### src/verilog/gpgpu_macros.svh
// Sizing constants shared by the GPGPU memory-side blocks
`ifndef GPGPU_MACROS_SVH
`define GPGPU_MACROS_SVH

// Word address width of the L2 stand-in, 64 words
`define MEM_ADDR_BITS 6

// Log2 of request queue depth, 4 entries
`define QUEUE_DEPTH_BITS 2

// Event counters in the performance counter block
`define NUM_COUNTERS 4

`endif
### src/verilog/pc_pkg.sv
// Performance-counter event bundle and counter index types
`include "gpgpu_macros.svh"

package pc_pkg;

	// Counter number
	// 0 core 0 issues, 1 core 1 issues, 2 loads, 3 stores
	typedef logic [$clog2(`NUM_COUNTERS) - 1:0] pc_index_t;

	// One-cycle event strobes, one per counter
	typedef struct packed
	{
		logic core0_issue;	// Core 0 request accepted
		logic core1_issue;	// Core 1 request accepted
		logic load;	// Load serviced
		logic store;	// Store serviced
	} pc_events_t;

endpackage

### src/verilog/l2_pkg.sv
// Request and response packet types of the L2 request protocol
`include "gpgpu_macros.svh"

package l2_pkg;

	typedef enum logic [1:0]
	{
		L2_LOAD = 2'd0,
		L2_STORE = 2'd1,
		L2_PC_READ = 2'd2
	} l2_op_t;

	// Address word as seen by loads and stores
	typedef struct packed
	{
		logic [31 - `MEM_ADDR_BITS:0] unused;
		logic [`MEM_ADDR_BITS - 1:0] index;	// Word index into memory
	} l2_mem_addr_t;

	// Address word as seen by counter reads
	typedef struct packed
	{
		logic [31 - $bits(pc_pkg::pc_index_t):0] unused;
		pc_pkg::pc_index_t index;	// Counter number
	} l2_pc_addr_t;

	// Same 32 bits, meaning picked by op
	typedef union packed
	{
		l2_mem_addr_t mem;
		l2_pc_addr_t pc;
	} l2_addr_u;

	typedef struct packed
	{
		logic valid;
		logic core;	// Stamped by arbiter, cores send 0
		l2_op_t op;
		l2_addr_u address;
		logic [31:0] data;	// Store data
	} l2req_packet_t;

	typedef struct packed
	{
		logic valid;
		logic core;	// Requesting core
		l2_op_t op;
		logic [31:0] data;	// Load word, store echo or count
	} l2rsp_packet_t;

endpackage

### src/verilog/core_arbiter.sv
// Round-robin arbiter between two core request ports, stamps core number on winner
module core_arbiter(
	input clk,
	input reset,
	input l2_pkg::l2req_packet_t core0_req,
	input l2_pkg::l2req_packet_t core1_req,
	output logic core0_ready,
	output logic core1_ready,
	input queue_full,
	output logic push,
	output l2_pkg::l2req_packet_t push_packet,
	output pc_pkg::pc_events_t issue_events);

	logic last_grant;	// Core accepted most recently
	logic pick_core0;
	l2_pkg::l2req_packet_t winner;

	// Alternate when both are asking
	always_comb
	begin
		if (core0_req.valid && core1_req.valid)
			pick_core0 = last_grant;	// Core 1 went last, core 0 now
		else
			pick_core0 = core0_req.valid;
	end

	// Full queue holds both cores off
	assign core0_ready = pick_core0 && !queue_full;
	assign core1_ready = !pick_core0 && core1_req.valid && !queue_full;
	assign push = core0_ready || core1_ready;

	always_comb
	begin
		winner = pick_core0 ? core0_req : core1_req;
		winner.core = !pick_core0;	// Overwrite core field
	end

	assign push_packet = winner;

	// Only issue bits come from here
	always_comb
	begin
		issue_events = '0;
		issue_events.core0_issue = core0_ready;
		issue_events.core1_issue = core1_ready;
	end

	// Moves only on an acceptance
	always_ff @(posedge clk, posedge reset)
	begin
		if (reset)
			last_grant <= 1'b1;	// As if core 1 just won
		else if (push)
			last_grant <= core1_ready;
	end

endmodule

### config.mk
export PLATFORM = sky130hd
export DESIGN_NAME = core_arbiter
export DESIGN_NICKNAME = d
export VERILOG_FILES = /design/src/verilog/pc_pkg.sv /design/src/verilog/l2_pkg.sv /design/src/verilog/core_arbiter.sv
export VERILOG_INCLUDE_DIRS = /design/src /design/src/verilog
export SDC_FILE = /design/constraint.sdc
export NUM_CORES = 1
export LEC_CHECK = 0
export BUFFER_PORTS_ARGS = -buffer_cell sky130_fd_sc_hd__buf_2
export CAP_MARGIN = 20
export CORE_AREA = 2 2 83 85
export DETAILED_ROUTE_END_ITERATION = 8
export DIE_AREA = 0 0 85 87
export PLACE_DENSITY_LB_ADDON = 0.12
export SYNTH_ARGS = -nofsm -noshare
export SYNTH_HDL_FRONTEND = slang
export SYNTH_SLANG_ARGS = --single-unit
### constraint.sdc
create_clock -name clk -period 2.75 [get_ports clk]
set_input_delay 0.825 -clock clk [delete_from_list [all_inputs] [get_ports clk]]
set_output_delay 0.825 -clock clk [all_outputs]
set_load 0.01 [all_outputs]
==> flow_summary.yaml <==
outcome:
  outcome: "complete, no violations"
worst_setup_path:
  end_kind: "output pin"
  worstSetupStartpoint: "core1_req[67]"
  worst-path-max-fanout: 8
  cp.arrival_ns: 1.92
  startpoint_type: "input pin"
  critPathKind: "input pin to output pin"
  worstRegToRegCells: 2
  endpoint: "push_packet[59]"
  rr_startpoint: "last_grant"
  r2r_slack_ns: 1.97
  r2r-end: "last_grant"
  required_ns: 1.93
yosys:
  synthAdderAreaFrac: 0
  synthXorXnorAreaFrac: 0
  synth_mux_area_frac: 0.791
  synth_top_family_by_area: "multiplexers"
  synth-simple-area-share: 0.0267
  syn_inst: 91
  synth-compound-area-share: 0.0290
  synthTopCellsByArea: "mux2_4 40%, mux2_2 39%, buf_12 5.6%"
  synth_seq_cells: 1
  yosysTopAreaCellShare: 0.404
  yosysSeqAreaShare: 0.0244
  avgSynthCellArea_um2: 11.8
  synth.cell_area_um2: 1080
  synth_largest_area_cell: "mux2_4"
  ys_warn_count: 0
  synthDistinctLibCells: 15
timing:
  period_share: 0.998
  max_freq_ghz: 0.364
  hold_viol_final: 0
  setup_violations: 0
  finClkSkew_ns: 0
  rsz0062_at_grt: "yes"
  period_needed_ns: 2.74
  slew_violations: 0
worst_hold_path:
  min_path_type: "flip-flop to flip-flop"
  hold_depth: 2
  hold_start: "last_grant"
final_layout:
  regMostFlops: "last_grant"
  multi_input_area_um2: 927
  fin_cells: 381
  layout_commonest_cell: "buf_2"
  finalNetCount: 442
  syn2layout_area_growth_pct: 130
  fillers: 664
  largest_reg_flops: 1
  ff_latch_area_um2: 26.3
  final_cell_mix: "187 x buf_2, 35 x mux2_2, 31 x mux2_4, 21 x buf_6, 8 x buf_12"
  reg_top3: "last_grant: 1 flops"
  post-route-util: 0.376
  n_antenna_cell: 0
  layout-drive-gt1-share: 0.963
clock_tree:
  clk_pin_slew_ns: 0
  worstSkewPairLatency_ns: 0
detailed_routing:
  via_per_inst: 3.98
  avgRoutedWirePerCell_um: 12.1
  via_count: 1517
  finalWirelength_um: 4600
  ant_nets: 0
  drcViolationCount: 0
  drtIter0Drc: 4
  drt_pass1_iterations: 2
floorplan:
  num_rows: 30
  die_w_um: 85
  die_h_um: 87
  ios: 214
  start_util: 0.164
  die_area_um2: 7400
  core_area_um2: 6570
power_and_ir_drop:
  power_frac_clock: 0
  net-switching-power_mw: 0.213
  combPwrFrac: 0.958
  ir_drop_mv: 0.0978
  internal_power_mw: 0.379
  seqPwrFrac: 0.042
  power_density_nw_per_um2: 240
  p_leak_nw: 1.44
  p_sw_frac: 0.360
place:
  place.gp.congestion: 0.695
  portBuffers: 209
  hpwl_um: 4030
  dpl.cell_count: 378
grt:
  antenna_found_initial: 0
  grt_max_degree: 36
  grt_pass1_wl_um: 6170
  grt.overflow.total: 0
  globalRouteTotalUtil: 0.0983
  first_global_vias: 1356
flow_run:
  cap_violations: 0
-- cell families (layout without fill, tap and decap cells) --
family	Yosys count	in the layout
buffers and inverters	14	223
multiplexers	66	66
other	1	2
AO/OA/AOI/OAI	4	4
flip-flops	1	1
AND/OR/NAND/NOR	5	5
-- routing by layer --
| metal | up-vias | GRT usage | routed length, µm |
|---|---|---|---|
| li1 | 748 | - | - |
| met2 | 121 | 0.212 | 2590 |
| met3 | 0 | 0.0142 | 497 |
| met5 | - | 0 | 0 |
| met1 | 648 | 0.105 | 1520 |
| met4 | 0 | 0 | 0 |
-- worst min-delay path by stage --
stage	slack, ns	endpoint
after floorplan	0.50	last_grant
after global placement	0.52	last_grant
after detailed placement	0.53	last_grant
after CTS	0.53	last_grant
after global routing	0.54	last_grant
final	0.52	last_grant
-- what timing repair did --
item                       in CTS  in global routing
buffers inserted                0                  1
setup endpoints to repair      24                 54
pin swaps                       0                  1
hold buffers                    0                  0
gates cloned                    0                  2
gates resized for setup         8                 23
-- synth_stat cells --
cell type   n
or2_2       1
nor2b_1     1
conb_1      1
dfstp_2     1
buf_6       1
a21oi_1     2
nand2_1     1
buf_4       7
inv_1       3
buf_12      3
o21ai_4     1
o21ai_0     1
mux2_2     37
mux2_4     29
nand2b_1    2
-- power by group through the flow --
stage,Combinational [mW],Sequential [mW],Clock [mW]
floorplan,0.286,0.0244,0
global placement,0.503,0.0253,0
detailed placement,0.504,0.0254,0
CTS,0.518,0.0255,0
global route,0.607,0.0256,0
finish,0.567,0.0252,0
-- stage by stage --
stage / setup slack (ns) / TNS, ns / area (µm²) / power, mW / hold slack, ns
2_1_floorplan: 0.269 / 0 / 1080 / 0.310 / 0.496
3_3_place_gp: -0.0116 / -0.0659 / 2250 / 0.528 / 0.517
3_5_place_dp: -0.0163 / -0.153 / 2250 / 0.529 / 0.531
4_1_cts: -0.00377 / -0.00452 / 2290 / 0.543 / 0.533
5_1_grt: -0.0307 / -0.342 / 2470 / 0.633 / 0.535
6_report: 0.00595 / 0 / 2470 / 0.592 / 0.523
-- cell type report --
class,count,share of cell area
Sequential cell,1,0.0106
Tap cell,80,0.0405
Inverter,3,0.00557
Timing Repair Buffer,220,0.568
Multi-Input combinational cell,77,0.375
-- worst max-delay path, stage by stage --
cell and delay [ns]:
buf_8 0.08, inv_4 0.03, o21ai_4 0.15, buf_12 0.14, buf_12 0.15, buf_12 0.13, mux2_4 0.30, buf_6 0.12
No activity file was read; power rests on OpenSTA's default activity.
