[src/verilog/gpgpu_macros.svh]
// Sizing constants shared by the GPGPU memory-side blocks
`ifndef GPGPU_MACROS_SVH
`define GPGPU_MACROS_SVH

// Word address width of the L2 stand-in, 64 words
`define MEM_ADDR_BITS 6

// Log2 of request queue depth, 4 entries
`define QUEUE_DEPTH_BITS 2

// Event counters in the performance counter block
`define NUM_COUNTERS 4

`endif
[src/verilog/pc_pkg.sv]
// Performance-counter event bundle and counter index types
`include "gpgpu_macros.svh"

package pc_pkg;

	// Counter number
	// 0 core 0 issues, 1 core 1 issues, 2 loads, 3 stores
	typedef logic [$clog2(`NUM_COUNTERS) - 1:0] pc_index_t;

	// One-cycle event strobes, one per counter
	typedef struct packed
	{
		logic core0_issue;	// Core 0 request accepted
		logic core1_issue;	// Core 1 request accepted
		logic load;	// Load serviced
		logic store;	// Store serviced
	} pc_events_t;

endpackage

[src/verilog/l2_pkg.sv]
// Request and response packet types of the L2 request protocol
`include "gpgpu_macros.svh"

package l2_pkg;

	typedef enum logic [1:0]
	{
		L2_LOAD = 2'd0,
		L2_STORE = 2'd1,
		L2_PC_READ = 2'd2
	} l2_op_t;

	// Address word as seen by loads and stores
	typedef struct packed
	{
		logic [31 - `MEM_ADDR_BITS:0] unused;
		logic [`MEM_ADDR_BITS - 1:0] index;	// Word index into memory
	} l2_mem_addr_t;

	// Address word as seen by counter reads
	typedef struct packed
	{
		logic [31 - $bits(pc_pkg::pc_index_t):0] unused;
		pc_pkg::pc_index_t index;	// Counter number
	} l2_pc_addr_t;

	// Same 32 bits, meaning picked by op
	typedef union packed
	{
		l2_mem_addr_t mem;
		l2_pc_addr_t pc;
	} l2_addr_u;

	typedef struct packed
	{
		logic valid;
		logic core;	// Stamped by arbiter, cores send 0
		l2_op_t op;
		l2_addr_u address;
		logic [31:0] data;	// Store data
	} l2req_packet_t;

	typedef struct packed
	{
		logic valid;
		logic core;	// Requesting core
		l2_op_t op;
		logic [31:0] data;	// Load word, store echo or count
	} l2rsp_packet_t;

endpackage

[src/verilog/l2_request_queue.sv]
// Circular FIFO of stamped L2 requests between the arbiter and the memory
`include "gpgpu_macros.svh"

module l2_request_queue(
	input clk,
	input reset,
	input push,
	input l2_pkg::l2req_packet_t push_packet,
	input pop,
	output l2_pkg::l2req_packet_t head,
	output logic not_empty,
	output logic full);

	localparam DEPTH = 1 << `QUEUE_DEPTH_BITS;

	l2_pkg::l2req_packet_t entries[DEPTH];
	logic [`QUEUE_DEPTH_BITS - 1:0] wr_ptr;
	logic [`QUEUE_DEPTH_BITS - 1:0] rd_ptr;
	logic [`QUEUE_DEPTH_BITS:0] count;	// One extra bit so full fits

	// Pointers wrap on their own
	always_ff @(posedge clk, posedge reset)
	begin
		if (reset)
		begin
			wr_ptr <= '0;
			rd_ptr <= '0;
			count <= '0;
		end
		else
		begin
			if (push)
				wr_ptr <= wr_ptr + 1'b1;

			if (pop)
				rd_ptr <= rd_ptr + 1'b1;

			// Push and pop together leave count alone
			case ({push, pop})
				2'b10: count <= count + 1'b1;
				2'b01: count <= count - 1'b1;
				default: count <= count;
			endcase
		end
	end

	// Entry storage
	always_ff @(posedge clk)
	begin
		if (push)
			entries[wr_ptr] <= push_packet;
	end

	assign head = entries[rd_ptr];	// Meaningless while empty
	assign not_empty = count != '0;
	assign full = count == (`QUEUE_DEPTH_BITS + 1)'(DEPTH);

endmodule

[config.mk]
export PLATFORM = sky130hd
export DESIGN_NAME = l2_request_queue
export DESIGN_NICKNAME = d
export VERILOG_FILES = /design/src/verilog/pc_pkg.sv /design/src/verilog/l2_pkg.sv /design/src/verilog/l2_request_queue.sv
export VERILOG_INCLUDE_DIRS = /design/src /design/src/verilog
export SDC_FILE = /design/constraint.sdc
export NUM_CORES = 1
export LEC_CHECK = 0
export ABC_CLOCK_PERIOD_IN_PS = 2600
export CAP_MARGIN = 10
export CORE_ASPECT_RATIO = 0.9
export CORE_MARGIN = 3
export CORE_UTILIZATION = 45
export CTS_BUF_LIST = sky130_fd_sc_hd__clkbuf_16
export DETAILED_ROUTE_END_ITERATION = 10
export DONT_BUFFER_PORTS = 1
export GPL_TIMING_DRIVEN = 0
export SYNTH_ARGS = -nofsm -noshare
export SYNTH_HDL_FRONTEND = slang
export SYNTH_SLANG_ARGS = --single-unit
[constraint.sdc]
create_clock -name clk -period 2.6 [get_ports clk]
set_clock_uncertainty 0.05 [all_clocks]
set_input_delay 0.39 -clock clk [delete_from_list [all_inputs] [get_ports clk]]
set_output_delay 0.39 -clock clk [all_outputs]
set_load 0.01 [all_outputs]
==> results.cfg <==
[timing]
fin_ws_ps = 166
setup_repair_after_global_routing_missed_its_margin = false
max_clock_freq_mhz = 411
setup_viol = 0
hold_violations = 0
maxSlewHeadroom_pct = 76.0
actual_transition_at_the_worst_max_transition_pin_ps = 360
final.min_clock_period_ps = 2430
sum_neg_setup_slack_ps = 0
post-route-period-util_pct = 93.6
timing.final.max_slew_violations = 0

[pwr]
power.density_cell_area_nw_per_um2 = 1110
ir_worst_vdd_mv = 0.618
power.switching_fraction_pct = 27.9
power.static_leakage_nw = 4.09
internal_power_mw = 9.95
seq_power_share_pct = 43.9
totalPowerFinal_mw = 13.8
p_clk_share_pct = 29.1
power.combinational.fraction_pct = 27.0
switchingPower_mw = 3.84

[clocking]
clockBufferDepth = 3
insertion_delay_to_the_later_sink_of_the_worst_skew_pair_ps = 530
number_of_sinks_handled_by_clock_tree_synthesis = 279
tritoncts = built
cts-root-buf = sky130_fd_sc_hd__clkbuf_16
clk_pin_slew_worst_paths_ps = 60
cts_inserted_buffers = 29
cts_htree_levels = 1
cts-resized-gates = 0

[worst_setup_path]
critical_path_buf_inv_count = 3
path_delay_family = buffers and inverters
most_repeated_library_cell_on_the_critical_path = sky130_fd_sc_hd__buf_2
worst_path_max_delay_cell = sky130_fd_sc_hd__mux4_2
cp_slowest_stage_delay_ps = 380
setup.worst_path.class = flop to primary output
worstSetupEndpointType = primary output
cp_cell_sequence = buf_2 -> buf_2 -> buf_4 -> mux4_2
worst-endpoint-required_ps = 2160
crit_path_start_kind = flop
critPathArrivalTime_ps = 1990
critPathMaxFanout = 10

[routing]
detail-route-antenna-nets = 0
route.final.wire_length_um = 18000
detailroute.via_count = 4364
drcViolationCount = 0
routed_via_density = 5.37
detailedRoute.firstIterationViolations = 251
routedWlPerCell_um = 22.1
drt_pre_antenna_iters = 4

[final_layout]
mostFrequentLayoutCell = sky130_fd_sc_hd__edfxtp_1
layout.cells.most_common_list = 272 x sky130_fd_sc_hd__edfxtp_1, 71 x sky130_fd_sc_hd__dlygate4sd3_1, 68 x sky130_fd_sc_hd__mux4_2, 29 x sky130_fd_sc_hd__clkbuf_16, 13 x sky130_fd_sc_hd__inv_1
post_route_cells_drive_above_1_share_pct = 25.7
layout.cells.non_filler = 813
fill_cells = 1652
multi_input_logic_area_um2 = 1740
sequential_cell_area_um2 = 8340
final_layout_net_count = 577
area_growth_pct = 20.9
layout.cell_area.non_filler_um2 = 12400

[grt]
grt_pass1_vias = 4770
antenna_found_initial = 1
grt_max_degree = 50
grt_first_pass_wirelength_um = 27400
grt_use_total_pct = 14.7
overflow = 0

[floorplan]
starting_density_pct = 46.6
core_um2 = 22100
die_area_um2 = 24700
fp.dieW_um = 165
placementRows = 51
ioPinCount = 142
die_h_um = 149

[place]
placed_area_um2 = 10800
io_buffer_count = 0
placed_cells_incl_taps = 688
gp_congestion = 0.664
post-dp-hpwl_um = 10600
preCtsSetupSlack_ps = 701

[synthesis]
postSynthCellCount = 393
synth_sequential_area_ratio_pct = 81.1
postSynthAreaPerCell_um2 = 26.2
net_count_synth = 471
mappedNetlistArea_um2 = 10300
synthesis.yosys.warnings = 0
synth-seq-cells = 279
synth.lib_cells_used.distinct = 19

[run_status]
status = complete, no violations

[hold_path]
hold_path_class = primary input to flop

[job]
timing.max_cap.violations = 0
==> sequential cells by signal, summed over array words and instances (netlist names) <==
signal,flops
entries,272
count,3
rd_ptr,2
wr_ptr,2
==> layer usage <==
layer / vias up / global-route usage (%) / routed length (µm)
li1: 1895 / - / -
met1: 2298 / 19.2 / 7230
met2: 142 / 24.4 / 8880
met3: 29 / 4.57 / 1510
met4: 0 / 3.91 / 338
met5: - / 0 / 0
==> metrics by stage <==
step / hold slack [ps] / utilization (%)
after detailed placement: 192 / 48.8
after global placement: 171 / 48.3
after CTS: 63.0 / 56.3
final: 89.8 / 56.3
after global routing: 95.3 / 56.3
after floorplan: 143 / -
==> what timing repair did <==
item,in CTS,in global routing
hold buffers,71,0
setup buffers,0,0
hold endpoints to repair,283,0
==> worst register-to-register path, cell delays in order (launching register included) <==
cell and delay, ps:
sky130_fd_sc_hd__dfrtp_1 410, sky130_fd_sc_hd__inv_1 110, sky130_fd_sc_hd__ha_1 170, sky130_fd_sc_hd__and2_4 380, sky130_fd_sc_hd__buf_16 340
==> cell families after synthesis <==
| group | Yosys count | synth area share (%) |
|---|---|---|
| flops | 279 | 81.1 |
| mux | 69 | 15.0 |
| buf+inv | 23 | 2.14 |
| simple gates | 9 | 0.474 |
| xor+xnor | 6 | 0.511 |
| fa+ha+maj | 6 | 0.802 |
| compound gates | 1 | 0.0486 |
==> power by group through the flow <==
stage | sequential, mW | clock [mW] | combinational [mW]
5_1_grt | 6.12 | 4.34 | 4.04
6_report | 6.06 | 4.01 | 3.73
3_5_place_dp | 6.16 | 0 | 3.73
2_1_floorplan | 6.11 | 0 | 2.80
3_3_place_gp | 6.16 | 0 | 3.57
4_1_cts | 6.06 | 4.12 | 3.87
==> cells in the mapped netlist, drive strengths merged <==
master    n  area share, %
edfxtp  272             79
o21ai     1          0.049
fa        1           0.19
and2      4           0.24
buf      16            1.9
nor2      1          0.036
or3       1          0.061
dfrtp     7            1.7
nand2     2          0.073
xor2      4           0.34
mux2i     1          0.097
mux4     68             15
inv       7           0.26
and3      1          0.061
ha        5           0.61
xnor2     2           0.17
==> path summary, 6_finish.rpt <==
kind	end	cells after the start	slack [ps]	from
hold reg to reg	count[2]	1	440	count[2]
max in group asynchronous	count[2]	2	2090	reset
hold / removal	count[0]	2	90	pop
setup reg to reg	entries[1][37]	4	780	wr_ptr[1]
setup / recovery	head[57]	4	170	rd_ptr[1]
min in group asynchronous	count[1]	2	180	reset
==> final cells by class <==
| type | count | area share, % |
|---|---|---|
| sequential | 279 | 67.1 |
| multi-input combinational | 91 | 14.0 |
| timing repair buffer | 75 | 6.60 |
| clock buffer | 29 | 5.83 |
| tap | 291 | 2.93 |
| clock inverter | 24 | 1.80 |
| buffer | 16 | 1.56 |
| inverter | 7 | 0.211 |
| antenna | 1 | 0.0201 |
(Power assumes the default switching activity.)
