File: config.mk
export PLATFORM = sky130hd
export DESIGN_NAME = l2_memory
export DESIGN_NICKNAME = d
export VERILOG_FILES = /design/src/verilog/pc_pkg.sv /design/src/verilog/l2_pkg.sv /design/src/verilog/l2_memory.sv
export VERILOG_INCLUDE_DIRS = /design/src /design/src/verilog
export SDC_FILE = /design/constraint.sdc
export NUM_CORES = 2
export LEC_CHECK = 0
export BUFFER_PORTS_ARGS = -buffer_cell sky130_fd_sc_hd__buf_4
export CAP_MARGIN = 20
export CORE_MARGIN = 1.5
export CORE_UTILIZATION = 32
export CTS_BUF_LIST = sky130_fd_sc_hd__clkbuf_8
export DETAILED_ROUTE_END_ITERATION = 6
export PLACE_DENSITY_LB_ADDON = 0.25
export SKIP_LAST_GASP = 1
export SYNTH_ARGS = -nofsm -noshare
export SYNTH_HDL_FRONTEND = slang
export SYNTH_SLANG_ARGS = --single-unit
File: constraint.sdc
create_clock -name clk -period 169.3 [get_ports clk]
set_input_delay 8.465 -clock clk [delete_from_list [all_inputs] [get_ports clk]]
set_output_delay 8.465 -clock clk [all_outputs]
set_load 0.05 [all_outputs]
File: src/verilog/gpgpu_macros.svh
// Sizing constants shared by the GPGPU memory-side blocks
`ifndef GPGPU_MACROS_SVH
`define GPGPU_MACROS_SVH

// Word address width of the L2 stand-in, 64 words
`define MEM_ADDR_BITS 6

// Log2 of request queue depth, 4 entries
`define QUEUE_DEPTH_BITS 2

// Event counters in the performance counter block
`define NUM_COUNTERS 4

`endif
File: src/verilog/pc_pkg.sv
// Performance-counter event bundle and counter index types
`include "gpgpu_macros.svh"

package pc_pkg;

	// Counter number
	// 0 core 0 issues, 1 core 1 issues, 2 loads, 3 stores
	typedef logic [$clog2(`NUM_COUNTERS) - 1:0] pc_index_t;

	// One-cycle event strobes, one per counter
	typedef struct packed
	{
		logic core0_issue;	// Core 0 request accepted
		logic core1_issue;	// Core 1 request accepted
		logic load;	// Load serviced
		logic store;	// Store serviced
	} pc_events_t;

endpackage

File: src/verilog/l2_pkg.sv
// Request and response packet types of the L2 request protocol
`include "gpgpu_macros.svh"

package l2_pkg;

	typedef enum logic [1:0]
	{
		L2_LOAD = 2'd0,
		L2_STORE = 2'd1,
		L2_PC_READ = 2'd2
	} l2_op_t;

	// Address word as seen by loads and stores
	typedef struct packed
	{
		logic [31 - `MEM_ADDR_BITS:0] unused;
		logic [`MEM_ADDR_BITS - 1:0] index;	// Word index into memory
	} l2_mem_addr_t;

	// Address word as seen by counter reads
	typedef struct packed
	{
		logic [31 - $bits(pc_pkg::pc_index_t):0] unused;
		pc_pkg::pc_index_t index;	// Counter number
	} l2_pc_addr_t;

	// Same 32 bits, meaning picked by op
	typedef union packed
	{
		l2_mem_addr_t mem;
		l2_pc_addr_t pc;
	} l2_addr_u;

	typedef struct packed
	{
		logic valid;
		logic core;	// Stamped by arbiter, cores send 0
		l2_op_t op;
		l2_addr_u address;
		logic [31:0] data;	// Store data
	} l2req_packet_t;

	typedef struct packed
	{
		logic valid;
		logic core;	// Requesting core
		l2_op_t op;
		logic [31:0] data;	// Load word, store echo or count
	} l2rsp_packet_t;

endpackage

File: src/verilog/l2_memory.sv
// L2 stand-in that services loads, stores and counter reads from the request queue
`include "gpgpu_macros.svh"

module l2_memory(
	input clk,
	input reset,
	input l2_pkg::l2req_packet_t head,
	input not_empty,
	output logic pop,
	output pc_pkg::pc_index_t pc_select,
	input [31:0] pc_value,
	output pc_pkg::pc_events_t mem_events,
	output l2_pkg::l2rsp_packet_t l2rsp_packet);

	localparam MEM_WORDS = 1 << `MEM_ADDR_BITS;

	logic [31:0] words[MEM_WORDS];
	logic [`MEM_ADDR_BITS - 1:0] word_index;
	logic is_load;
	logic is_store;
	logic [31:0] rsp_data;
	logic rsp_valid;
	logic rsp_core;
	l2_pkg::l2_op_t rsp_op;
	logic [31:0] rsp_data_q;

	assign pop = not_empty;	// One request per cycle, no stalls
	assign word_index = head.address.mem.index;
	assign pc_select = head.address.pc.index;	// Counter view of address
	assign is_load = pop && head.op == l2_pkg::L2_LOAD;
	assign is_store = pop && head.op == l2_pkg::L2_STORE;

	// Response word by op
	always_comb
	begin
		case (head.op)
			l2_pkg::L2_STORE: rsp_data = head.data;	// Echo written word
			l2_pkg::L2_PC_READ: rsp_data = pc_value;
			default: rsp_data = words[word_index];
		endcase
	end

	always_comb
	begin
		mem_events = '0;
		mem_events.load = is_load;
		mem_events.store = is_store;
	end

	// Word memory starts out zero
	always_ff @(posedge clk, posedge reset)
	begin
		if (reset)
		begin
			rsp_valid <= 1'b0;
			for (int i = 0; i < MEM_WORDS; i++)
				words[i] <= '0;
		end
		else
		begin
			rsp_valid <= pop;
			if (is_store)
				words[word_index] <= head.data;
		end
	end

	// Response payload, one cycle after pop
	always_ff @(posedge clk)
	begin
		if (pop)
		begin
			rsp_core <= head.core;
			rsp_op <= head.op;
			rsp_data_q <= rsp_data;
		end
	end

	assign l2rsp_packet = '{valid: rsp_valid, core: rsp_core, op: rsp_op, data: rsp_data_q};

endmodule

==> flow_metrics.py <==
metrics = {
    "run_status": {
        "status": "finished, final reports clean",
    },
    "floorplanning": {
        "die_area_sq_um": 301000,
        "dieWidth_um": 549,
        "initial_core_util_pct": 32.1,
        "core-area_sq_um": 297000,
        "die_y_um": 549,
        "io_pins": 146,
        "row_count": 200,
    },
    "yosys": {
        "syn_area_sq_um": 95300,
        "synth_cells": 6628,
        "yosys_warnings": 0,
        "syn-mean-instance-area_sq_um": 14.4,
        "synth_cell_types": 76,
        "yosys.area.top_type": "dfrtp_1",
        "synth_top_area_share_pct": 53.8,
        "synth_area_leaders": "dfrtp_1 54%, mux2_2 25%, mux4_2 4.2%",
        "synth_edf_count": 35,
        "synth-seq-cells": 2084,
        "seq_area_frac_synth_pct": 54.9,
        "ys.flop_type": "dfrtp_1",
        "async_flop_share_pct": 98.3,
    },
    "pwr": {
        "power_density_nw_per_um2": 10.2,
        "ir_drop_mv": 0.00517,
        "leakage_nw": 50.3,
    },
    "timing": {
        "worst_pin_slew_ns": 1.49,
        "finalCritPeriodShare_pct": 11.2,
        "final-hold-violation-count": 0,
        "min_period_ns": 18.99,
        "fmax_mhz": 52.7,
        "max-slew-margin-rel_pct": 0.467,
        "tns_ns": 0,
        "slew_viol_final": 0,
        "finalClockSkew_ns": 0.0419,
        "rsz0062_at_grt": "no",
        "setup_slack_ns": 150.31,
        "hold_slack_ns": 0.483,
        "finalSetupViolCount": 0,
    },
    "worst_setup_path": {
        "cp.required_ns": 160.84,
        "cp_slowest_cell": "ha_2",
        "crit_path_max_fanout": 33,
        "critPathMostFrequentCell": "buf_4",
        "start_kind": "primary input",
        "worst-setup-path-type": "in -> out",
        "r2r_slack_ns": 165.33,
        "path_cells": "buf_4 -> inv_1 -> ha_2 -> and2_1 -> buf_4",
        "crit_arrival_ns": 10.52,
        "end_kind": "primary output",
        "max_stage_delay_ns": 0.87,
        "critical_path_buf_inv_count": 3,
        "cpLargestDelayFamily": "adder cells",
    },
    "detailed_routing": {
        "wl_per_cell_um": 31.3,
        "drtIter0Drc": 5683,
        "viasPerCell": 5.62,
        "num_vias": 60700,
        "dr.pass1.iters": 6,
        "wl_mm": 339,
        "drcViolationCount": 0,
        "route.antenna.remaining_nets": 0,
    },
    "placement": {
        "dp_slack_ns": 150.30,
        "dp_hpwl_mm": 199,
        "io_buffers": 116,
        "routabilityCongestion": 0.839,
    },
    "clocking": {
        "cts.sinks": 2084,
        "cts_setup_buffers": 0,
        "cts_resized": 0,
        "clk_latency_ns": 1.00,
        "h-tree-depth": 5,
        "clockRootBuffer": "clkbuf_8",
        "clockBufferDepth": 4,
        "clk_pin_slew_worst_paths_ns": 0.06,
        "numCtsBuffers": 355,
        "cts_tree": "done",
        "holdBufCountCts": 0,
    },
    "grt": {
        "grt_overflow": 0,
        "antenna_found_initial": 19,
        "grt_max_degree": 180,
        "grt_usage_pct": 22.2,
        "grt_pass1_wl_mm": 483,
        "grt_pass1_vias": 63300,
    },
    "finish": {
        "seq_area_sq_um": 52300,
        "area_growth_pct": 12.1,
        "final_nets": 6700,
        "final_common_cell": "mux2_2",
        "drive_gt1_share_pct": 47.0,
        "utilization_pct": 36.0,
        "multi_input_area_sq_um": 39900,
        "layout_common_cells": "2138 x mux2_2, 2049 x dfrtp_1, 444 x clkbuf_8",
        "n_fill_cell": 28400,
    },
    "flow_run": {
        "maxCapViolCount": 0,
    },
    "worst_hold_path": {
        "hold_path.class": "reg -> reg",
    },
}
cell families after synthesis:
kind of cell | share of synthesized area (%)
compound gates | 7.05
fa+ha+maj | 0.0394
buf+inv | 3.76
flops | 54.9
mux | 32.7
other cells | 0.00394
simple gates | 1.51
metal layers:
metal	global-route usage, %	up-vias	share of wire [%]
met4	8.64	8	4.1
met5	0	-	0.017
met1	30.0	33400	44
met3	3.46	604	5.5
li1	-	24700	-
met2	35.5	2025	47
state kept, by name (all words and copies together) (netlist names):
signal / cells
rsp_valid: 1
words: 2048
rsp_data_q: 32
rsp_op: 2
rsp_core: 1
worst reg2reg max path, cell delays in order, from the launching register on:
cell	delay [ns]
dfrtp_1	0.38
mux4_2	0.46
a22oi_1	0.98
nand4_1	0.50
a211oi_1	0.98
a32oi_1	0.34
power by group:
part           leakage (nW)  internal (mW)  total (mW)  switching (mW)
registers              28.6          0.524       0.536          0.0118
clock network          4.10          0.240       0.453           0.213
logic                  17.6         0.0376       0.104          0.0664
cell type report:
type                            count  share of cell area, %
Clock inverter                    178                  0.793
Inverter                            8                 0.0445
Tap cell                         3939                   4.61
Antenna cell                       16                 0.0375
Timing Repair Buffer              318                   2.42
Multi-Input combinational cell   3827                   37.4
Sequential cell                  2084                   49.0
Clock buffer                      444                   5.72
cell usage after synthesis, drive strengths merged, types with 4 or more instances:
library cell / number
a221oi: 238
a21oi: 106
and2: 8
o211a: 6
buf: 402
o21ai: 88
o22a: 18
a211oi: 9
and3: 7
a22o: 39
nor3: 10
nand2b: 6
mux2i: 191
inv: 7
nor2: 157
a31oi: 20
o22ai: 95
or2: 5
mux2: 2231
nand2: 85
dfrtp: 2049
nand4: 7
o221ai: 13
o2111ai: 4
mux4: 182
a32oi: 20
a2bb2oi: 6
nor2b: 6
o32a: 6
o211ai: 8
clkbuf: 308
o2bb2ai: 12
a22oi: 165
edfxtp: 35
a221o: 26
nand3: 14
worst paths after layout:
| kind | from | end | depth (start not counted) |
|---|---|---|---|
| hold reg to reg | words[933]$_DFFE_PP0P_ | words[933]$_DFFE_PP0P_ | 1 |
| min in group asynchronous | reset | words[218]$_DFFE_PP0P_ | 2 |
| setup reg to reg | words[1674]$_DFFE_PP0P_ | rsp_data_q[10]$_DFFE_PP_ | 5 |
| setup / recovery | head[65] | mem_events[0] | 5 |
| hold / removal | words[933]$_DFFE_PP0P_ | words[933]$_DFFE_PP0P_ | 1 |
| max in group asynchronous | reset | words[1155]$_DFFE_PP0P_ | 7 |
per-stage QoR:
step / cell area (sq um) / power [mW] / std cells
2_1_floorplan: 95300 / 0.611 / 6629
3_3_place_gp: 99700 / 0.645 / 10200
3_5_place_dp: 99700 / 0.648 / 10200
4_1_cts: 107000 / 1.10 / 10800
5_1_grt: 107000 / 1.13 / 10800
6_report: 107000 / 1.09 / 10800
No activity file was read; power rests on OpenSTA's default activity.
