<file path="config.mk">
export PLATFORM = sky130hd
export DESIGN_NAME = performance_counters
export DESIGN_NICKNAME = d
export VERILOG_FILES = /design/src/verilog/pc_pkg.sv /design/src/verilog/performance_counters.sv
export VERILOG_INCLUDE_DIRS = /design/src /design/src/verilog
export SDC_FILE = /design/constraint.sdc
export NUM_CORES = 1
export LEC_CHECK = 0
export BUFFER_PORTS_ARGS = -buffer_cell sky130_fd_sc_hd__buf_2
export CORE_UTILIZATION = 49
export DETAILED_ROUTE_END_ITERATION = 7
export PLACE_DENSITY = 0.73
export SLEW_MARGIN = 40
export SYNTH_ARGS = -nofsm -noshare
export SYNTH_HDL_FRONTEND = slang
export SYNTH_SLANG_ARGS = --single-unit
</file>
<file path="constraint.sdc">
create_clock -name clk -period 6.4 [get_ports clk]
set_input_delay 0.32 -clock clk [delete_from_list [all_inputs] [get_ports clk]]
set_output_delay 0.32 -clock clk [all_outputs]
set_load 0.05 [all_outputs]
</file>
<file path="src/verilog/gpgpu_macros.svh">
// Sizing constants shared by the GPGPU memory-side blocks
`ifndef GPGPU_MACROS_SVH
`define GPGPU_MACROS_SVH

// Word address width of the L2 stand-in, 64 words
`define MEM_ADDR_BITS 6

// Log2 of request queue depth, 4 entries
`define QUEUE_DEPTH_BITS 2

// Event counters in the performance counter block
`define NUM_COUNTERS 4

`endif
</file>
<file path="src/verilog/pc_pkg.sv">
// Performance-counter event bundle and counter index types
`include "gpgpu_macros.svh"

package pc_pkg;

	// Counter number
	// 0 core 0 issues, 1 core 1 issues, 2 loads, 3 stores
	typedef logic [$clog2(`NUM_COUNTERS) - 1:0] pc_index_t;

	// One-cycle event strobes, one per counter
	typedef struct packed
	{
		logic core0_issue;	// Core 0 request accepted
		logic core1_issue;	// Core 1 request accepted
		logic load;	// Load serviced
		logic store;	// Store serviced
	} pc_events_t;

endpackage

</file>
<file path="src/verilog/performance_counters.sv">
// Bank of 32-bit event counters with a combinational indexed read
`include "gpgpu_macros.svh"

module performance_counters(
	input clk,
	input reset,
	input pc_pkg::pc_events_t events,
	input pc_pkg::pc_index_t pc_select,
	output logic [31:0] pc_value);

	logic [`NUM_COUNTERS - 1:0] event_bits;
	logic [31:0] counts[`NUM_COUNTERS];

	// Counter order follows pc_index_t numbering
	assign event_bits[0] = events.core0_issue;
	assign event_bits[1] = events.core1_issue;
	assign event_bits[2] = events.load;
	assign event_bits[3] = events.store;

	always_ff @(posedge clk, posedge reset)
	begin
		if (reset)
		begin
			for (int i = 0; i < `NUM_COUNTERS; i++)
				counts[i] <= '0;
		end
		else
		begin
			for (int i = 0; i < `NUM_COUNTERS; i++)
			begin
				if (event_bits[i])
					counts[i] <= counts[i] + 32'd1;	// Wraps silently
			end
		end
	end

	assign pc_value = counts[pc_select];	// Value before this cycle's events

endmodule

</file>
==> run_results.csv, run 1 <==
group,metric,value,unit
status,run_status,"complete, but fails checks",
status,violations,"negative hold slack",
die,core-area,12800,sq um
global_routing,grt_pass1_wl,25400,microns
placement,pre_cts_ws,4.31,ns
die,ios,40,
detailed_routing,drt-vias-per-instance,5.99,
timing,worstMarginPinSlew,0.792,ns
logic_synthesis,syn-num-nets,544,
layout,drive_gt1_share,21.4,%
layout,reg_top3,"counts x128",
logic_synthesis,yosysWarnings,0,
clock_network,cts_sinks,128,
worst_setup_path,required,6.70,ns
detailed_routing,drcViolationCount,0,
clock_network,cts_buffers,17,
worst_setup_path,crit_path_frequent_cell,"nand4_1",
layout,multi_input_area,3220,sq um
die,die_h,117,microns
layout,largest_reg_flops,128,
clock_network,post_cts_buffers,0,
timing,holdWs,-0.0159,ns
timing,setup_viol,0,
clock_network,clock-root-buffer,"clkbuf_16",
die,row_count,41,
detailed_routing,wl_per_cell,20.4,microns
die,die_area,13800,sq um
logic_synthesis,synth_area_leader_cell,"dfrtp_1",
clock_network,path_clk_slew,0.05,ns
placement,io_buffers,39,
die,start_util,50.9,%
detailed_routing,dr.pass1.iters,4,
timing,fmax,457,MHz
worst_setup_path,r2r_slack,4.21,ns
global_routing,grt_max_degree,67,
logic_synthesis,synth_cells,532,
clock_network,ctsResizeCount,0,
layout,antenna_cells,0,
worst_setup_path,startpoint_type,"flip-flop",
global_routing,grt_pass1_vias,4662,
worst_setup_path,crit_family,"simple AND/OR/NAND/NOR gates",
power_and_ir_drop,power_leakage,3.30,nW
die,die_w,117,microns
timing,finalCritPeriodShare,34.2,%
worst_setup_path,worstPathMaxFanout,7,
clock_network,ctsHtreeMaxLevel,4,
worst_setup_path,end_kind,"flip-flop",
global_routing,antenna_found_initial,1,
logic_synthesis,ys_seq_area_share,49.1,%
layout,largest-register,"counts",
logic_synthesis,synth_cell_type_count,31,
global_routing,overflow,0,
worst_setup_path,path_class,"reg -> reg",
layout,final_area,7540,sq um
worst_setup_path,critPathSlowestCell,"nor4_2",
layout,nFillCells,1000,
detailed_routing,initialDrtViolationCount,429,
worst_setup_path,cp.arrival,2.49,ns
timing,rsz0062_at_grt,"no",
placement,place_congestion,0.875,
timing,setup_ws,4.21,ns
placement,dpl_cell_area,6880,sq um
timing,hold_violations,33,
clock_network,cts_tree,"yes",
logic_synthesis,synth_top_area_share,49.1,%
worst_setup_path,path_cells,"ha_1, nand4_1, nor4_2, nand4_1, xnor2_1",
layout,area_growth,15.5,%
worst_setup_path,worst-path-buf-inv,0,
logic_synthesis,synth.area.top_cells,"dfrtp_1 49%, xnor2_1 13%, mux4_2 11%, nand4_1 4.7%, xor2_1 3.8%",
clock_network,clk_latency,0.42,ns
power_and_ir_drop,vdd_drop_max,0.185,mV
timing,fin_skew,0.00578,ns
worst_setup_path,critPathMaxStageDelay,0.76,ns
layout,seqCellArea,3200,sq um
layout,nets,587,
run,drv_cap,0,
detailed_routing,vias,4550,
min_path,hold_class,"in -> async",
clock_network,cts_hold_buffers,0,
clock_network,cts_buffer_depth,2,
power_and_ir_drop,p_per_area,328,nW/um^2
detailed_routing,antenna_left,0,
timing,slew_headroom,46.8,%
timing,finalCriticalPeriod,2.19,ns
logic_synthesis,ys_seq_elements,128,
global_routing,grt.total_usage,24.3,%
timing,drv_slew,0,
logic_synthesis,syn_area,6530,sq um
logic_synthesis,avgSynthCellArea,12.3,sq um
detailed_routing,wl,15500,microns
placement,dp_hpwl,10900,microns
timing,finalSetupTns,0,ns
-- layout make-up --
class | count | share of cell area (%)
clock buffers | 21 | 6.11
clock inverters | 11 | 2.46
inverters | 9 | 0.514
multi-input cells | 378 | 42.7
well taps | 172 | 2.85
repair buffers | 41 | 2.87
flip-flops and latches | 128 | 42.5
-- stage by stage --
stage               total power [mW]  utilization [%]  hold WS [ns]  cells
CTS                             2.48             58.7        0.0934    759
floorplan                       1.30                -         0.407    532
finish                          2.47             58.8       -0.0159    760
detailed placement              1.42             53.6         0.464    727
global placement                1.38             53.6         0.457    727
global route                    2.56             58.8        0.0406    760
-- logic make-up after synthesis --
logic type	share of synthesized area [%]
XOR/XNOR	16.6
adder cells (fa/ha/maj)	0.767
buffers and inverters	1.71
flip-flops	49.1
multiplexers	11.7
AND/OR/NAND/NOR	20.1
-- cells in the final DEF, fill, tap and decap left out --
cell / n
inv_1: 8
mux2_2: 4
and2_1: 4
nor4_2: 4
and4_2: 1
buf_2: 38
clkbuf_16: 17
and4_1: 15
nand4_2: 1
clkinv_2: 4
bufinv_16: 5
nand3_1: 40
nand2_1: 37
nand4b_1: 2
buf_6: 1
xnor2_1: 96
nand3_4: 1
nor2_2: 1
nor3_2: 3
nor2b_1: 2
ha_1: 4
or2_2: 1
nor4_4: 4
and3_1: 17
nor2_1: 15
nor3_1: 9
inv_6: 1
nand3b_1: 1
dfrtp_1: 128
xor2_1: 28
buf_4: 2
clkbuf_8: 2
or3_1: 2
clkbuf_1: 2
mux4_2: 32
nand4_1: 49
nor4_1: 3
clkinvlp_4: 2
or4_4: 2
-- path summary, 6_finish.rpt --
path | start | end | cells after the start
setup / recovery | counts[64]$_DFFE_PP0P_ | counts[92]$_DFFE_PP0P_ | 5
max in group asynchronous | reset | counts[49]$_DFFE_PP0P_ | 3
hold reg to reg | counts[127]$_DFFE_PP0P_ | counts[127]$_DFFE_PP0P_ | 1
hold / removal | reset | counts[98]$_DFFE_PP0P_ | 2
min in group clk | events[2] | counts[64]$_DFFE_PP0P_ | 2
setup reg to reg | counts[64]$_DFFE_PP0P_ | counts[92]$_DFFE_PP0P_ | 5
-- routing by layer --
layer | GRT usage (%) | wire, microns
met5 | 0 | 0
met4 | 9.98 | 411
met3 | 4.96 | 784
met2 | 39.1 | 7700
met1 | 32.2 | 6640
-- worst reg2reg max path, stage by stage, from the launching register on --
cell and delay (ns):
dfrtp_1 0.41, ha_1 0.22, nand4_1 0.24, nor4_2 0.76, nand4_1 0.26, xnor2_1 0.19
-- cell usage after synthesis --
cell type and number:
buf_2 5, and3_1 17, or3_1 2, nand4b_1 2, nand3b_1 1, nor3_1 9, nor2b_1 2, mux2_2 4
nor4_1 4, and4_1 15, nor2_1 16, or2_2 1, nand3_1 40, and2_1 4, nor4_4 4, or4_4 2
nand3_4 1, nand4_1 49, and4_2 1, nand4_2 1, xor2_1 28, nor3_2 3, mux4_2 32, xnor2_1 96
inv_1 9, dfrtp_1 128, buf_6 1, ha_1 4, nand2_1 37, clkbuf_1 11, nor4_2 3
-- report_power, final --
group	switching (mW)	total (mW)	internal, mW
logic	0.218	0.367	0.149
clock network	0.354	1.06	0.709
registers	0.146	1.04	0.896
No activity file was read; power rests on OpenSTA's default activity.
==> inputs of run 2 (changes only) <==
- PLACE_DENSITY: 0.73 -> 0.75
- clock period: 6.4 -> 1.76 ns (I/O delays scaled with it)
==> run_results.csv, run 2 (same netlist as run 1, synthesis figures left out) <==
group,metric,value,unit
power_and_ir_drop,fin_total_pwr,9.33,mW
timing,finalCritPeriodShare,100,%
clock_network,path_clk_slew,0.05,ns
global_routing,overflow,0,
placement,dp_hpwl,11200,microns
timing,fmax,568,MHz
worst_setup_path,end_kind,"primary output",
detailed_routing,drcViolationCount,0,
layout,antenna_cells,0,
timing,worstMarginPinSlew,0.634,ns
power_and_ir_drop,power_leakage,3.60,nW
placement,io_buffers,39,
status,violations,"negative setup slack",
status,run_status,"complete, but fails checks",
detailed_routing,vias,4843,
timing,slew_headroom,57.7,%
die,core-area,12800,sq um
detailed_routing,initialDrtViolationCount,475,
timing,finalSetupTns,-0.000528,ns
die,row_count,41,
detailed_routing,antenna_left,0,
min_path,hold_class,"in -> async",
timing,rsz0062_at_grt,"yes",
die,ios,40,
clock_network,clock-root-buffer,"clkbuf_16",
clock_network,cts_tree,"yes",
detailed_routing,wl,15900,microns
clock_network,cts_buffer_depth,2,
worst_setup_path,worstPathMaxFanout,4,
placement,place_congestion,0.916,
worst_setup_path,cp.arrival,1.67,ns
clock_network,ctsHtreeMaxLevel,4,
detailed_routing,drt-vias-per-instance,5.95,
global_routing,grt_pass1_wl,26200,microns
timing,setup_viol,1,
layout,nets,641,
power_and_ir_drop,vdd_drop_max,0.681,mV
layout,mostFrequentLayoutCells,"124 x dfrtp_1, 96 x xnor2_1, 49 x nand4_1",
placement,pre_cts_ws,0.0666,ns
worst_setup_path,required,1.67,ns
detailed_routing,dr.pass1.iters,5,
timing,drv_slew,0,
timing,fin_skew,0.00511,ns
timing,hold_violations,0,
die,die_h,117,microns
global_routing,grt.total_usage,25.0,%
clock_network,cts_sinks,128,
layout,drive_gt1_share,27.7,%
worst_setup_path,path_class,"reg -> out",
worst_setup_path,startpoint_type,"flip-flop",
global_routing,grt_max_degree,46,
power_and_ir_drop,p_per_area,1150,nW/um^2
timing,setup_ws,-0.000528,ns
global_routing,grt_pass1_vias,4930,
timing,holdWs,0.300,ns
die,die_area,13800,sq um
layout,reg_top3,"counts x128",
timing,finalCriticalPeriod,1.76,ns
clock_network,clk_latency,0.42,ns
die,start_util,50.9,%
run,drv_cap,0,
layout,largest_reg_flops,128,
clock_network,cts_buffers,17,
layout,area_growth,24.2,%
layout,largest-register,"counts",
die,die_w,117,microns
layout,layout_commonest_cell,"dfrtp_1",
detailed_routing,wl_per_cell,19.5,microns
global_routing,antenna_found_initial,0,
run 2: changes by cell type in the layout (fill, tap and decap cells not counted), sizes merged:
| cell | delta |
|---|---|
| buf | +48 |
| dlygate4sd3 | +5 |
| inv | -1 |
| clkbuf | +2 |
run 2: cell type report:
type,instances,area (sq um)
clock inverters,10,181
fillers,944,4720
clock buffers,22,474
well taps,172,215
multi-input cells,378,3220
inverters,9,37.5
flip-flops and latches,128,3210
repair buffers,95,769
run 2: layer usage:
layer,GRT usage (%),part of all wire [%],routed length [microns]
met1,33.4,43,6880
met2,38.9,49,7730
met3,5.11,4.9,777
met4,12.3,3.3,522
met5,0,0,0
run 2: final timing paths:
| check | from | to | slack [ns] | depth (start not counted) |
|---|---|---|---|---|
| min | reset | counts[101]$_DFFE_PP0P_ | 0.30 | 3 |
| max reg2reg | counts[64]$_DFFE_PP0P_ | counts[92]$_DFFE_PP0P_ | 0.07 | 6 |
| max | counts[98]$_DFFE_PP0P_ | pc_value[2] | -0.0005 | 3 |
| min in group clk | events[1] | counts[32]$_DFFE_PP0P_ | 0.47 | 3 |
| min reg2reg | counts[31]$_DFFE_PP0P_ | counts[31]$_DFFE_PP0P_ | 0.48 | 1 |
| max in group asynchronous | reset | counts[91]$_DFFE_PP0P_ | 0.83 | 4 |
run 2: per-stage QoR:
step / util (%) / std cells / cell area [sq um]
6_report: 63.2 / 814 / 8100
5_1_grt: 63.2 / 814 / 8100
4_1_cts: 62.4 / 809 / 8010
3_5_place_dp: 56.7 / 772 / 7270
3_3_place_gp: 56.7 / 772 / 7270
2_1_floorplan: - / 532 / 6530
run 2: repair_timing:
item                                    in CTS  in global routing
hold endpoints to repair                    32                  0
pin swaps                                    0                  5
endpoints found under the setup margin       6                 28
setup buffers                                0                  5
hold buffers                                 5                  0
resized for setup                           10                 25
run 2: power breakdown:
group / switching (mW) / leakage [nW] / internal [mW] / total [mW]
logic: 1.00 / 1.54 / 0.787 / 1.79
clock network: 1.26 / 0.320 / 2.62 / 3.88
registers: 0.396 / 1.73 / 3.27 / 3.66
run 2: worst max-delay path: stages (launching register included):
cell and delay [ns]:
dfrtp_1 0.39, buf_4 0.16, mux4_2 0.46, buf_2 0.23
==> inputs of run 3 (changes only) <==
- ABC_AREA: not set -> 1
==> run_results.csv, run 3 <==
group,metric,value,unit
detailed_routing,drt-vias-per-instance,5.39,
clock_network,cts_tree,"yes",
timing,rsz0062_at_grt,"yes",
detailed_routing,wl_per_cell,16.1,microns
worst_setup_path,end_kind,"primary output",
status,run_status,"finished, final reports clean",
worst_setup_path,path_class,"reg -> out",
logic_synthesis,syn_area,7750,sq um
die,die_h,128,microns
worst_setup_path,worstPathMaxFanout,5,
detailed_routing,antenna_left,0,
layout,area_growth,17.2,%
placement,dpl_cell_area,8270,sq um
logic_synthesis,yosysWarnings,0,
layout,largest-register,"counts",
clock_network,cts_buffers,17,
layout,seqCellArea,3210,sq um
worst_setup_path,crit_family,"compound AO/OA/AOI/OAI gates",
logic_synthesis,syn-num-nets,1071,
logic_synthesis,synth_top_family_by_area,"simple AND/OR/NAND/NOR gates",
clock_network,ctsHtreeMaxLevel,4,
detailed_routing,vias,7222,
timing,finalCriticalPeriod,1.75,ns
logic_synthesis,synth_cell_type_count,27,
worst_setup_path,critPathMaxStageDelay,0.43,ns
clock_network,clock-root-buffer,"clkbuf_16",
worst_setup_path,critPathSlowestCell,"dfrtp_1",
logic_synthesis,yosys_most_used_dff,"dfrtp_1",
logic_synthesis,synth_fa_ha_area_share,0.645,%
placement,pre_cts_ws,0.214,ns
clock_network,path_clk_slew,0.06,ns
layout,layout.cells.non_filler,1339,
logic_synthesis,synth_compound_area_share,7.62,%
power_and_ir_drop,internal_power,6.46,mW
layout,nFillCells,1370,
detailed_routing,wl,21600,microns
timing,setup_viol,0,
power_and_ir_drop,power_leakage,4.22,nW
layout,nets,1127,
logic_synthesis,synth_top_area_share,41.3,%
die,die_w,128,microns
global_routing,antenna_found_initial,0,
worst_setup_path,startpoint_type,"flip-flop",
die,core-area,15300,sq um
logic_synthesis,ys_seq_elements,128,
clock_network,cts_sinks,128,
logic_synthesis,avgSynthCellArea,7.32,sq um
die,ios,40,
power_and_ir_drop,power.net_switching,2.89,mW
global_routing,grt_pass1_wl,34400,microns
worst_setup_path,required,1.67,ns
run,drv_cap,0,
layout,multi_input_area,4060,sq um
logic_synthesis,synthSimpleGateAreaFrac,34.0,%
power_and_ir_drop,p_per_area,1030,nW/um^2
timing,finalCritPeriodShare,99.2,%
power_and_ir_drop,fin_total_pwr,9.35,mW
worst_setup_path,path_cells,"o21ai_0, o22ai_1, buf_2",
layout,largest_reg_flops,128,
power_and_ir_drop,combPwrFrac,17.6,%
die,row_count,45,
logic_synthesis,synth.most_common_cell,"nand2_1",
logic_synthesis,synthMuxAreaShare,0,%
layout,reg_top3,"counts x128",
layout,antenna_cells,0,
layout,mostFrequentLayoutCells,"284 x nand2_1, 162 x nor2_1, 126 x dfrtp_1",
min_path,hold_class,"in -> reg",
placement,dpl.cell_count,1300,
logic_synthesis,synth_xor_xnor_area_share,9.60,%
power_and_ir_drop,p_seq_share,39.0,%
timing,setup_ws,0.0140,ns
global_routing,overflow,0,
placement,io_buffers,39,
layout,drive_gt1_share,13.1,%
power_and_ir_drop,switching_share,30.9,%
worst_setup_path,worst-path-buf-inv,1,
logic_synthesis,synthTopCellsByCount,"284 x nand2_1, 162 x nor2_1, 128 x dfrtp_1",
timing,fmax,573,MHz
layout,post-route-util,59.4,%
global_routing,grt.total_usage,27.9,%
power_and_ir_drop,clockPowerShare,43.4,%
global_routing,grt_max_degree,85,
timing,drv_slew,0,
timing,hold_violations,0,
layout,final_area,9090,sq um
die,die_area,16300,sq um
timing,slew_headroom,68.5,%
placement,dp_hpwl,16100,microns
timing,holdWs,0.0152,ns
logic_synthesis,ys_seq_area_share,41.3,%
clock_network,cts_buffer_depth,2,
clock_network,clk_latency,0.42,ns
worst_setup_path,cp.arrival,1.66,ns
logic_synthesis,async_flop_share,100,%
logic_synthesis,synth_area_leader_cell,"dfrtp_1",
global_routing,grt_pass1_vias,6740,
detailed_routing,initialDrtViolationCount,898,
timing,fin_skew,0.00653,ns
timing,worstMarginPinSlew,0.467,ns
layout,layout_commonest_cell,"nand2_1",
placement,place_congestion,0.951,
logic_synthesis,synth-edff-count,0,
die,start_util,50.6,%
timing,finalSetupTns,0,ns
detailed_routing,dr.pass1.iters,6,
logic_synthesis,synth.area.top_cells,"dfrtp_1 41%, nand2_1 14%, nor2_1 7.8%, inv_1 5.4%, xor2_1 5.2%",
detailed_routing,drcViolationCount,0,
power_and_ir_drop,vdd_drop_max,0.995,mV
logic_synthesis,synth_cells,1059,
==> run 3: what timing repair did <==
action,CTS,global route
endpoints found under the hold margin,137,0
setup endpoints to repair,10,13
resized for setup,22,18
hold buffers,4,0
buffers inserted,0,3
==> run 3: logic make-up after synthesis <==
group | Yosys count
xor+xnor | 85
buf+inv | 138
flops | 128
compound gates | 112
fa+ha+maj | 4
simple gates | 592
==> run 3: worst min-delay path: cells and delay by family <==
| kind | cells | cell delay [ns] |
|---|---|---|
| buf+inv | 1 | 0.18 |
| simple gates | 2 | 0.13 |
==> run 3: final cells by class <==
cell class	instances	area share, %
multi-input combinational	793	44.7
sequential	128	35.3
timing repair buffer	59	4.89
clock buffer	18	4.83
inverter	116	4.83
tap	211	2.90
clock inverter	14	2.60
==> run 3: power by group through the flow <==
| stage | combinational, mW | clock (mW) | sequential (mW) |
|---|---|---|---|
| 6_report | 1.65 | 4.06 | 3.64 |
| 5_1_grt | 1.81 | 4.24 | 3.69 |
| 3_5_place_dp | 1.57 | 0 | 3.68 |
| 3_3_place_gp | 1.56 | 0 | 3.66 |
| 2_1_floorplan | 1.19 | 0 | 3.58 |
| 4_1_cts | 1.63 | 4.10 | 3.63 |
==> run 3: per-layer routing <==
metal / track usage (%) / up-vias / wire (microns) / part of all wire, %
li1: - / 3494 / - / -
met1: 36.3 / 3381 / 9330 / 43
met2: 45.2 / 296 / 10100 / 47
met3: 5.55 / 51 / 1390 / 6.4
met4: 12.2 / 0 / 772 / 3.6
met5: 0 / - / 0 / 0
==> run 3: path summary, 6_finish.rpt <==
check	startpoint	to	slack (ns)	cells past startpoint
hold reg to reg	counts[95]$_DFFE_PP0P_	counts[95]$_DFFE_PP0P_	0.49	2
hold / removal	events[3]	counts[97]$_DFFE_PP0P_	0.02	3
max in group asynchronous	reset	counts[49]$_DFFE_PP0P_	1.00	4
setup / recovery	counts[44]$_DFFE_PP0P_	pc_value[12]	0.01	3
setup reg to reg	counts[96]$_DFFE_PP0P_	counts[122]$_DFFE_PP0P_	0.16	8
min in group asynchronous	reset	counts[10]$_DFFE_PP0P_	0.31	4
